<file path="src/logic/uart_pkg.sv">
// uart shared definitions
// frame geometry, counter widths, fifo depths and the receive entry

`default_nettype none

package uart_pkg;

  //////////////////////////////
  // frame geometry
  //////////////////////////////

  // data bits per frame
  localparam int unsigned uart_dw = 8;
  // stop bits sent
  localparam int unsigned uart_sw = 1;
  // baud divisor width
  localparam int unsigned uart_cw = 8;

  // start + data + stop
  localparam int unsigned uart_fl = 1 + uart_dw + uart_sw;
  // bit counter width covering one whole frame
  localparam int unsigned uart_bw = $clog2(uart_fl);

  //////////////////////////////
  // buffering
  //////////////////////////////

  // tx entries and the host credit count after reset
  localparam int unsigned uart_tx_depth = 4;
  // rx entries
  localparam int unsigned uart_rx_depth = 4;

  // one received byte
  // err set when the stop bit was sampled low
  typedef struct packed {
    logic [uart_dw-1:0] dat;
    logic               err;
  } uart_rx_t;

endpackage : uart_pkg

`default_nettype wire

</file>
<file path="src/logic/uart_ctl.sv">
// uart controller top
// tx fifo with credit return into the serializer, deserializer into rx fifo

`timescale 1ns/10ps
`default_nettype none

module uart_ctl (
  input  wire logic                        clk,
  input  wire logic                        rst,
  // bit period is cfg_bdr+1 clocks with cfg_bdr at least 3
  input  wire logic [uart_pkg::uart_cw-1:0] cfg_bdr,
  // credit based host transmit
  input  wire logic                        tx_vld,
  input  wire logic [uart_pkg::uart_dw-1:0] tx_dat,
  output logic                             tx_crd,
  // serial line
  output logic                             txd,
  input  wire logic                        rxd,
  // valid/ready host receive
  output logic                             rx_vld,
  output logic [uart_pkg::uart_dw-1:0]      rx_dat,
  output logic                             rx_err,
  input  wire logic                        rx_rdy,
  // sticky flag cleared by reset only
  output logic                             rx_ovf
);

  import uart_pkg::*;

  // tx fifo head to serializer
  logic               ser_vld;
  logic               ser_rdy;
  logic [uart_dw-1:0] ser_dat;

  // deserializer to rx fifo
  logic               des_push;
  uart_rx_t           des_dat;
  logic               rx_push;
  logic               rx_full;
  uart_rx_t           rx_head;

  //////////////////////////////
  // transmit path
  //////////////////////////////

  // full left open as credits keep the host from filling it
  uart_fifo #(
    .payload_t (logic [uart_dw-1:0]),
    .depth     (uart_tx_depth)
  ) tx_fifo (
    .clk      (clk),
    .rst      (rst),
    .push     (tx_vld),
    .push_dat (tx_dat),
    .full     (),
    .vld      (ser_vld),
    .dat      (ser_dat),
    .rdy      (ser_rdy)
  );

  uart_ser ser (
    .clk     (clk),
    .rst     (rst),
    .cfg_bdr (cfg_bdr),
    .str_vld (ser_vld),
    .str_dat (ser_dat),
    .str_rdy (ser_rdy),
    .txd     (txd)
  );

  // one credit back per byte leaving the fifo
  always_ff @(posedge clk or posedge rst) begin
    if (rst) begin
      tx_crd <= 1'b0;
    end else begin
      tx_crd <= ser_vld & ser_rdy;
    end
  end

  //////////////////////////////
  // receive path
  //////////////////////////////

  uart_des des (
    .clk      (clk),
    .rst      (rst),
    .cfg_bdr  (cfg_bdr),
    .rxd      (rxd),
    .push     (des_push),
    .push_dat (des_dat)
  );

  // drop the entry when there is no room
  assign rx_push = des_push & ~rx_full;

  uart_fifo #(
    .payload_t (uart_rx_t),
    .depth     (uart_rx_depth)
  ) rx_fifo (
    .clk      (clk),
    .rst      (rst),
    .push     (rx_push),
    .push_dat (des_dat),
    .full     (rx_full),
    .vld      (rx_vld),
    .dat      (rx_head),
    .rdy      (rx_rdy)
  );

  assign rx_dat = rx_head.dat;
  assign rx_err = rx_head.err;

  // lost frame flag
  always_ff @(posedge clk or posedge rst) begin
    if (rst) begin
      rx_ovf <= 1'b0;
    end else if (des_push && rx_full) begin
      rx_ovf <= 1'b1;
    end
  end

endmodule : uart_ctl

`default_nettype wire

</file>
<file path="src/logic/uart_des.sv">
// uart deserializer
// synchronized start detect, mid-bit sampling, stop-bit check

`timescale 1ns/10ps
`default_nettype none

module uart_des (
  input  wire logic                        clk,
  input  wire logic                        rst,
  // bit period is cfg_bdr+1 clocks
  input  wire logic [uart_pkg::uart_cw-1:0] cfg_bdr,
  // asynchronous serial line
  input  wire logic                        rxd,
  // one-cycle entry push
  output logic                             push,
  output uart_pkg::uart_rx_t               push_dat
);

  import uart_pkg::*;

  // synchronizer and edge history
  logic rxd_meta;
  logic rxd_sync;
  logic rxd_prev;
  logic rxd_fall;

  // down counter with strobe at zero
  logic [uart_cw-1:0] bdr_cnt;
  logic               bdr_end;

  // 0 start, 1..dw data, dw+1 stop
  logic [uart_bw-1:0] bit_cnt;
  logic               bit_stop;
  logic               run;

  // received data with lsb arriving first
  logic [uart_dw-1:0] shf_dat;

  //////////////////////////////
  // input synchronizer
  //////////////////////////////

  // idle level after reset is high
  always_ff @(posedge clk or posedge rst) begin
    if (rst) begin
      rxd_meta <= 1'b1;
      rxd_sync <= 1'b1;
      rxd_prev <= 1'b1;
    end else begin
      rxd_meta <= rxd;
      rxd_sync <= rxd_meta;
      rxd_prev <= rxd_sync;
    end
  end

  // start candidate
  assign rxd_fall = rxd_prev & ~rxd_sync;

  //////////////////////////////
  // baud timing
  //////////////////////////////

  // half period to the middle of start and full periods after
  always_ff @(posedge clk or posedge rst) begin
    if (rst) begin
      bdr_cnt <= '0;
    end else if (!run) begin
      if (rxd_fall) begin
        bdr_cnt <= cfg_bdr >> 1;
      end
    end else begin
      bdr_cnt <= bdr_end ? cfg_bdr : bdr_cnt - 1'b1;
    end
  end

  // mid-bit sample strobe
  assign bdr_end = run & (bdr_cnt == '0);

  //////////////////////////////
  // frame control
  //////////////////////////////

  assign bit_stop = (bit_cnt == uart_bw'(uart_dw + 1));

  always_ff @(posedge clk or posedge rst) begin
    if (rst) begin
      run     <= 1'b0;
      bit_cnt <= '0;
    end else if (!run) begin
      bit_cnt <= '0;
      if (rxd_fall) begin
        run <= 1'b1;
      end
    end else if (bdr_end) begin
      // high at mid-start means a glitch so return to idle
      if ((bit_cnt == '0) && rxd_sync) begin
        run <= 1'b0;
      end else if (bit_stop) begin
        run <= 1'b0;
      end else begin
        bit_cnt <= bit_cnt + 1'b1;
      end
    end
  end

  // data bits only
  always_ff @(posedge clk) begin
    if (bdr_end && (bit_cnt != '0) && !bit_stop) begin
      shf_dat <= {rxd_sync, shf_dat[uart_dw-1:1]};
    end
  end

  //////////////////////////////
  // output
  //////////////////////////////

  // push lands on the stop sample
  assign push = bdr_end & bit_stop;

  always_comb begin
    push_dat.dat = shf_dat;
    push_dat.err = ~rxd_sync;
  end

  // a frame is always far longer than one cycle
  a_push_single : assert property (
    @(posedge clk) disable iff (rst)
    push |=> !push
  ) else $error("uart_des: push held two cycles");

endmodule : uart_des

`default_nettype wire

</file>
<file path="src/logic/uart_fifo.sv">
// uart synchronous fifo
// circular buffer with occupancy count and a per-instance payload type

`timescale 1ns/10ps
`default_nettype none

module uart_fifo #(
  parameter type         payload_t = logic [7:0],
  parameter int unsigned depth     = 4
) (
  input  wire logic     clk,
  input  wire logic     rst,
  // write side
  input  wire logic     push,
  input  wire payload_t push_dat,
  output logic          full,
  // valid/ready read side
  output logic          vld,
  output payload_t      dat,
  input  wire logic     rdy
);

  // pointer and count widths
  localparam int unsigned aw = (depth > 1) ? $clog2(depth) : 1;
  localparam int unsigned nw = $clog2(depth + 1);

  // storage
  payload_t mem [depth];

  logic [aw-1:0] wr_ptr;
  logic [aw-1:0] rd_ptr;
  logic [nw-1:0] cnt;

  logic wr_en;
  logic rd_en;

  //////////////////////////////
  // handshakes
  //////////////////////////////

  // pop on head handshake
  assign rd_en = vld & rdy;
  // a write into a full buffer only lands when the head leaves
  assign wr_en = push & (~full | rd_en);

  assign full = (cnt == nw'(depth));
  assign vld  = (cnt != '0);
  assign dat  = mem[rd_ptr];

  //////////////////////////////
  // storage and pointers
  //////////////////////////////

  always_ff @(posedge clk) begin
    if (wr_en) begin
      mem[wr_ptr] <= push_dat;
    end
  end

  // pointers wrap at depth so any depth works
  always_ff @(posedge clk or posedge rst) begin
    if (rst) begin
      wr_ptr <= '0;
      rd_ptr <= '0;
    end else begin
      if (wr_en) begin
        wr_ptr <= (wr_ptr == aw'(depth - 1)) ? '0 : wr_ptr + 1'b1;
      end
      if (rd_en) begin
        rd_ptr <= (rd_ptr == aw'(depth - 1)) ? '0 : rd_ptr + 1'b1;
      end
    end
  end

  // occupancy holds on simultaneous push and pop
  always_ff @(posedge clk or posedge rst) begin
    if (rst) begin
      cnt <= '0;
    end else begin
      case ({wr_en, rd_en})
        2'b10:   cnt <= cnt + 1'b1;
        2'b01:   cnt <= cnt - 1'b1;
        default: cnt <= cnt;
      endcase
    end
  end

  //////////////////////////////
  // checks
  //////////////////////////////

  // writer must respect the space it was given
  // a push while full is legal only alongside a pop
  a_no_overflow : assert property (
    @(posedge clk) disable iff (rst)
    (push && full) |-> (vld && rdy)
  ) else $error("uart_fifo: push into full buffer");

endmodule : uart_fifo

`default_nettype wire

</file>
<file path="src/logic/uart_ser.sv">
// uart serializer
// start bit, data lsb first, stop sequence at a runtime baud divisor

`timescale 1ns/10ps
`default_nettype none

module uart_ser (
  input  wire logic                        clk,
  input  wire logic                        rst,
  // bit period is cfg_bdr+1 clocks
  input  wire logic [uart_pkg::uart_cw-1:0] cfg_bdr,
  // parallel stream in
  input  wire logic                        str_vld,
  input  wire logic [uart_pkg::uart_dw-1:0] str_dat,
  output logic                             str_rdy,
  // serial line
  output logic                             txd
);

  import uart_pkg::*;

  // byte taken this cycle
  logic str_trn;

  // baud counter
  logic [uart_cw-1:0] bdr_cnt;
  logic               bdr_end;

  // bit position within the frame
  logic [uart_bw-1:0] shf_cnt;
  logic               shf_end;
  logic               shf_run;

  // data plus start bit with ones shifting in from the top
  logic [uart_dw:0]   shf_dat;

  //////////////////////////////
  // stream side
  //////////////////////////////

  assign str_trn = str_vld & str_rdy;

  // ready in the last stop cycle too so frames follow without a gap
  assign str_rdy = ~shf_run | (shf_end & bdr_end);

  //////////////////////////////
  // baud timing
  //////////////////////////////

  // counts 0..cfg_bdr and restarts with each new frame
  always_ff @(posedge clk or posedge rst) begin
    if (rst) begin
      bdr_cnt <= '0;
    end else if (str_trn) begin
      bdr_cnt <= '0;
    end else if (shf_run) begin
      bdr_cnt <= bdr_end ? '0 : bdr_cnt + 1'b1;
    end
  end

  // bit-end strobe
  assign bdr_end = shf_run & (bdr_cnt == cfg_bdr);

  //////////////////////////////
  // bit counter
  //////////////////////////////

  always_ff @(posedge clk or posedge rst) begin
    if (rst) begin
      shf_cnt <= '0;
      shf_run <= 1'b0;
    end else if (str_trn) begin
      shf_cnt <= '0;
      shf_run <= 1'b1;
    end else if (bdr_end) begin
      if (shf_end) begin
        shf_cnt <= '0;
        shf_run <= 1'b0;
      end else begin
        shf_cnt <= shf_cnt + 1'b1;
      end
    end
  end

  // last stop bit
  assign shf_end = (shf_cnt == uart_bw'(uart_fl - 1));

  //////////////////////////////
  // shifter
  //////////////////////////////

  // reset to ones so the line idles high
  always_ff @(posedge clk or posedge rst) begin
    if (rst) begin
      shf_dat <= '1;
    end else if (str_trn) begin
      shf_dat <= {str_dat, 1'b0};
    end else if (bdr_end) begin
      shf_dat <= {1'b1, shf_dat[uart_dw:1]};
    end
  end

  assign txd = shf_dat[0];

  // between frames the register must have drained to all ones
  a_idle_high : assert property (
    @(posedge clk) disable iff (rst)
    !shf_run |-> txd
  ) else $error("uart_ser: txd low while idle");

endmodule : uart_ser

`default_nettype wire

</file>
<file path="config.mk">
export PLATFORM = sky130hd
export DESIGN_NAME = uart_ctl
export DESIGN_NICKNAME = d
export VERILOG_FILES = /design/src/logic/uart_pkg.sv /design/src/logic/uart_ctl.sv /design/src/logic/uart_des.sv /design/src/logic/uart_fifo.sv /design/src/logic/uart_ser.sv
export SDC_FILE = /design/constraint.sdc
export NUM_CORES = 1
export LEC_CHECK = 0
export BUFFER_PORTS_ARGS = -buffer_cell sky130_fd_sc_hd__buf_2
export CAP_MARGIN = 10
export CORE_AREA = 8 8 127 129
export CTS_CLUSTER_DIAMETER = 30
export DETAILED_ROUTE_END_ITERATION = 6
export DIE_AREA = 0 0 135 137
export REMOVE_ABC_BUFFERS = 1
export SYNTH_ARGS = -nofsm -noshare
export SYNTH_HDL_FRONTEND = slang
export SYNTH_SLANG_ARGS = --single-unit
</file>
<file path="constraint.sdc">
create_clock -name clk -period 2.7 [get_ports clk]
set_clock_uncertainty 0.15 [all_clocks]
set_input_delay 0.54 -clock clk [delete_from_list [all_inputs] [get_ports clk]]
set_output_delay 0.54 -clock clk [all_outputs]
set_load 0.005 [all_outputs]
</file>
Yosys cells after proc, flatten, opt, wreduce, memory -nomap -nowiden
Memory sizes are Yosys's and may differ from the RTL's. Cells that the tools add are included.

RAM bits: 68. Output and inout port bits: 13. Register bits after elaboration: 62. Memories kept: 2. Logic and storage cells: 117.

Multiplexer cells: 33. $add $sub $neg: 12. Bitwise operators: 17. Reduce and logical (&&, ||, !) cells: 18. Equal/unequal tests: 16.

Memories: rx_fifo.mem (depth 4, bits a word 9, rd ports 1, clocked after Yosys merged registers in 0, write ports 1, line uart_fifo.sv:28) `payload_t mem [depth];`; tx_fifo.mem (depth 4, bits a word 8, rd ports 1, clocked after Yosys merged registers in 0, write ports 1, line uart_fifo.sv:28).

Operators with widths (number): $mux 8 (6); $mux 4 (7); $mux 9 (2); $eq 2x2->1 const B (6); $mux 1 (12); $pmux 3 s2 (2); $reduce_bool 2->1 (6); $and 1x1->1 (10); $add 2x1->2 const B (4); $add 4x1->4 const B (2); $add 8x1->8 const B (1); $eq 4x4->1 const B (2); $eq 8x8->1 (1); $logic_not 8->1 (1); $mux 2 (4); $sub 8x1->8 const B (1); $add 3x1->3 const B (2); $eq 3x3->1 const B (2); $reduce_bool 3->1 (2); $sub 3x1->3 const B (2); $eq 2x1->1 const B (2); $logic_and 1x1->1 (4); $logic_not 4->1 (1); $ne 2x2->1 const B (2); other kinds (7) (12).

Logic depth before layout (Yosys ltp)
Depth after elaboration: 9. Mapped depth: 13. Gate-level depth less buffers: 12.

Modules after synthesis
Synthesis repeated with hierarchy kept, for this count alone.

Cell total of the unflattened synthesis: 480. Area total of the unflattened synthesis: 6318.6 um^2.

By module, submodules not included: uart_fifo (rx_fifo) (cells each 103, area each 1843.0 um^2, instances 1, seq. area each 1256.2 um^2); uart_fifo (tx_fifo) (cells each 98, area each 1700.4 um^2, instances 1, seq. area each 1136.1 um^2); uart_ser (cells each 158, area each 1472.7 um^2, instances 1, seq. area each 561.8 um^2); uart_des (cells each 115, area each 1228.7 um^2, instances 1, seq. area each 644.4 um^2); uart_ctl (cells each 6, area each 73.8 um^2, instances 1, seq. area each 50.0 um^2).

Worst setup path before layout
OpenSTA, ideal clock, no wires.

Kind: input port to flip-flop. Start: input port cfg_bdr[3] in the netlist's numbering. End: register tx_fifo.cnt[1]. Arrival: 2.627 ns. Library setup time: 0.124 ns. Path buffers: 1. Stages on the path: 10. Setup slack: -0.201 ns. Cells stage by stage: xnor2_1 > nand4_1 > o31ai_4 > nand2b_2 > buf_2 > nor2_1 > fa_1 > o211ai_1 > o2bb2ai_1 > a211o_1.

Longest elaborated chain between the ends: 9.

RTL lines: from (decl) (line uart_ctl.sv:11) `input wire logic [uart_pkg::uart_cw-1:0] cfg_bdr,`; $eq 8x8->1 * (line uart_ser.sv:62) `assign bdr_end = shf_run & (bdr_cnt == cfg_bdr);`; $and 1x1->1 * (line uart_ser.sv:62); $and 1x1->1 * (line uart_ser.sv:44) `assign str_rdy = ~shf_run | (shf_end & bdr_end);`; $or 1x1->1 * (line uart_ser.sv:44); $and 1x1->1 * (line uart_fifo.sv:42) `assign rd_en = vld & rdy;`; $or 1x1->1 (line uart_fifo.sv:44) `assign wr_en = push & (~full | rd_en);`; $and 1x1->1 (line uart_fifo.sv:44); $eq 2x1->1 or $eq 2x2->1 (tied branches) (line uart_fifo.sv:80) `case ({wr_en, rd_en})`; $pmux 3 s2 or $reduce_bool 2->1 (tied branches); to (signal assigned) (line uart_fifo.sv:81) `2'b10: cnt <= cnt + 1'b1;`; to (signal assigned) (line uart_fifo.sv:82) `2'b01: cnt <= cnt - 1'b1;`; to (signal assigned) (line uart_fifo.sv:83) `default: cnt <= cnt;`; to (decl) (line uart_fifo.sv:32) `logic [nw-1:0] cnt;`.

Mark *: on every way between the ends. The rest lies on a longest branch, timed or not. A chain may end at the register's enable or synchronous reset.

Worst setup path after layout
Start: register ser.shf_cnt[1]. End: register tx_fifo.cnt[1].

Longest elaborated chain between the ends: 8.

RTL lines: from (decl) (line uart_ser.sv:30) `logic [uart_bw-1:0] shf_cnt;`; from (signal assigned) (line uart_ser.sv:80) `shf_cnt <= shf_cnt + 1'b1;`; $eq 4x4->1 * (line uart_ser.sv:86) `assign shf_end = (shf_cnt == uart_bw'(uart_fl - 1));`; $and 1x1->1 * (line uart_ser.sv:44); $or 1x1->1 * (line uart_ser.sv:44); $and 1x1->1 * (line uart_fifo.sv:42); $or 1x1->1 (line uart_fifo.sv:44); $and 1x1->1 (line uart_fifo.sv:44); $eq 2x1->1 or $eq 2x2->1 (tied branches) (line uart_fifo.sv:80); $pmux 3 s2 or $reduce_bool 2->1 (tied branches).

Marked as above.

==> metrics.md <==
| Metric | Value |
|---|---|
| Outcome | `complete, no violations` |
| Total track usage | `0.1278` |
| Maximum count of clock buffers along a single path | `2` |
| Port bufs | `33` |
| Via count of the first global-routing pass | `3672` |
| Via density | `5.099` |
| Most frequent cells in the layout | `sky130_fd_sc_hd__edfxtp_1 (76), sky130_fd_sc_hd__dfrtp_1 (42), sky130_fd_sc_hd__buf_2 (33), sky130_fd_sc_hd__buf_4 (33), sky130_fd_sc_hd__nor2_1 (25)` |
| Height of the die | `137 um` |
| Highest achievable clock rate | `0.3822 GHz` |
| Synth Register Bits | `130` |
| Static Leakage | `0.002842 uW` |
| Critical Path Source Type | `register` |
| Die boundary width | `135 um` |
| Detailed-route wire length per cell | `15.71 um` |
| First DRT Iteration DRCs | `249` |
| Required time at the endpoint of the critical path | `2.85 ns` |
| Leading register cell type out of synthesis | `sky130_fd_sc_hd__edfxtp_1` |
| Layout Cells excl Fill | `690` |
| Worst setup slack after layout | `0.08347 ns` |
| Post-synthesis instance area | `5921 sq um` |
| Depth of the worst register-to-register path | `11` |
| TritonCTS Sinks | `130` |
| Top-level I/O count | `34` |
| Number of synthesized flops with an enable pin | `76` |
| Drt drc | `0` |
| Async set-or-reset flop fraction in the synthesized netlist | `0.4154` |
| H-tree level count | `4` |
| Final hold violation count | `0` |
| Reg area | `3649 sq um` |
| Count of synthesis-stage warnings from yosys | `0` |
| Actual slew at the worst max-slew pin | `0.8222 ns` |
| Sequential cell area fraction in the yosys report | `0.6162` |
| Worst voltage drop across the vdd grid | `0.5717 mV` |
| Most common library cell in the layout ignoring fill and taps | `sky130_fd_sc_hd__edfxtp_1` |
| Number of nets in the final layout | `536` |
| Grt total ovfl | `0` |
| Cell breakdown of the critical path | `inv_1, ha_1, and3b_2, nand3_2, o31ai_4, nand2b_2, nor2_4, fa_1, o211ai_1, o2bb2ai_1, a211o_1` |
| Router iterations before antenna repair | `4` |
| Crit-path max FO | `3` |
| Synthesis-to-finish area growth | `21.77%` |
| Maximum Capacitance Violations | `0` |
| Final ANT Viol Nets | `0` |
| Delay of the slowest cell on the worst path | `0.46 ns` |
| Half-perimeter wire length after detailed placement | `7497 um` |
| Starting density of the core | `0.4168` |
| Initial antenna violation count | `0` |
| Multi-input logic area | `2153 sq um` |
| First-pass GRT wire length | `18220 um` |
| Final cell utilization of the core | `0.5076` |
| Remaining max-slew budget at the tightest pin | `0.4498` |
| Levels on crit path | `11` |
| Total instance count after detailed placement | `658` |
| Final-report setup violation count | `0` |
| Final worst path period share | `0.9691` |
| Die Footprint | `18500 sq um` |
| Min Clock Period, post-route | `2.617 ns` |
| Clock-pin slew on the worst setup and hold paths | `0.06 ns` |
| Crit path DAT | `2.77 ns` |
| Max-slew violations | `0` |
| Dpl ws | `-0.02576 ns` |
| Number of distinct library cells after synthesis | `62` |
| Floorplan core area | `14200 sq um` |
| Clock network latency to the later pin of the worst-skew pair | `0.42 ns` |
| Hold buffers post-CTS | `0` |
| TritonCTS clock tree | `done` |
| Antenna cell count | `0` |
| Post-synthesis cell count | `418` |
| Routed vias | `3518` |
| CTS root buf | `sky130_fd_sc_hd__clkbuf_16` |
| Fill cell total of the finished layout | `1236` |
| Maximum number of pins on one net before global-route repair | `29` |
| Worst-path cell with the longest stage delay | `sky130_fd_sc_hd__fa_1` |
| Share of cells above drive strength 1 | `0.3281` |
| Total buffers and inverters traversed by the critical path | `1` |
| Cell area power density | `926.8 nW/um^2` |
| Final routed wirelength across all metal layers | `10840 um` |
| GP Congestion | `0.8284` |
| Critical path class | `reg -> reg` |
| Crit end category | `register` |
| TritonCTS Buffers | `17` |
| Row cnt | `44` |
| Synthesized area per cell | `14.16 sq um` |
| Family of cells with the greatest summed delay on the critical path | `compound AO/OA/AOI/OAI gates` |
| Worst hold path class | `in -> async` |
==> report_power, final <==
group          internal (uW)  switching, uW
Combinational            910            794
Sequential              2460            298
Clock                   1360            861
Total                   4730           1950
==> path summary, 6_finish.rpt <==
kind                                              end                        from  slack [ns]
hold / removal                       tx_crd$_DFF_PP0_                         rst        0.04
min in group clk               des.rxd_meta$_DFF_PP1_                         rxd        0.11
max in group asynchronous      des.rxd_prev$_DFF_PP1_                         rst        1.71
setup / recovery           tx_fifo.cnt[1]$_DFFE_PP0P_  ser.shf_cnt[1]$_DFFE_PP0P_        0.08
hold reg to reg                des.rxd_sync$_DFF_PP1_      des.rxd_meta$_DFF_PP1_        0.21
setup reg to reg           tx_fifo.cnt[1]$_DFFE_PP0P_  ser.shf_cnt[1]$_DFFE_PP0P_        0.08
==> layer usage <==
metal / vias to the layer above / share of wire / GRT usage
met5: - / 0 / 0
met4: 0 / 0.014 / 0.04812
met3: 12 / 0.048 / 0.04552
met2: 67 / 0.49 / 0.2043
met1: 1725 / 0.45 / 0.1563
li1: 1714 / - / -
==> metrics by stage <==
stage	total power [uW]	setup TNS [ns]	hold slack (ns)	area, sq um
after CTS	6753	0	0.04581	7182
after detailed placement	4494	-0.02576	0.2046	6600
after global placement	4428	0	0.1969	6600
final	6682	0	0.04163	7209
after global routing	7077	-0.01215	0.08233	7209
after floorplan	3834	-0.2946	0.1952	5864
==> sequential cells by signal, summed over array words and instances, names as in the netlist, 2 cells and up <==
name,cells
des.bdr_cnt,8
des.bit_cnt,4
des.shf_dat,8
rx_fifo.cnt,3
rx_fifo.mem,36
rx_fifo.rd_ptr,2
rx_fifo.wr_ptr,2
ser.bdr_cnt,8
ser.shf_cnt,4
ser.shf_dat,9
tx_fifo.cnt,3
tx_fifo.mem,32
tx_fifo.rd_ptr,2
tx_fifo.wr_ptr,2
==> cells by family after synthesis <==
logic type	synth area share
buffers and inverters	0.02346
AND/OR/NAND/NOR	0.1057
adder cells (fa/ha/maj)	0.04692
multiplexers	0.1131
AO/OA/AOI/OAI	0.06509
flip-flops	0.6162
XOR/XNOR	0.02959
==> layout make-up <==
class,instances,area share
clock buffer,17,0.05901
clock inverter,14,0.02169
inverter,22,0.01145
multi-input combinational,252,0.2987
sequential,130,0.5061
tap,184,0.03193
timing repair buffer,71,0.07116
==> repair_timing <==
| action | CTS | global route |
|---|---|---|
| endpoints found under the setup margin | 0 | 3 |
| gates resized for setup | 0 | 5 |
| setup buffers | 0 | 1 |
==> synthesized netlist by cell type, types with 4 or more instances <==
cell                        n  area share
sky130_fd_sc_hd__mux2_2    21       0.040
sky130_fd_sc_hd__and3_1     6      0.0063
sky130_fd_sc_hd__clkbuf_1   8      0.0051
sky130_fd_sc_hd__xnor2_1   12       0.018
sky130_fd_sc_hd__a31oi_1    7      0.0074
sky130_fd_sc_hd__and2_1    12       0.013
sky130_fd_sc_hd__inv_1     22       0.014
sky130_fd_sc_hd__nand2b_1   4      0.0042
sky130_fd_sc_hd__mux4_2    17       0.065
sky130_fd_sc_hd__a21o_1     4      0.0051
sky130_fd_sc_hd__dfstp_2   12       0.053
sky130_fd_sc_hd__a21oi_1    9      0.0076
sky130_fd_sc_hd__mux2i_1    5      0.0085
sky130_fd_sc_hd__o21ai_0    6      0.0051
sky130_fd_sc_hd__ha_1      19       0.040
sky130_fd_sc_hd__nor2_1    26       0.016
sky130_fd_sc_hd__xor2_1     8       0.012
sky130_fd_sc_hd__edfxtp_1  76        0.39
sky130_fd_sc_hd__nor3_1    12       0.010
sky130_fd_sc_hd__nand3_1    7      0.0059
sky130_fd_sc_hd__nand2_1   20       0.013
sky130_fd_sc_hd__nand4_1    6      0.0063
sky130_fd_sc_hd__dfrtp_1   42        0.18
Power figures use the tool's default switching activity.
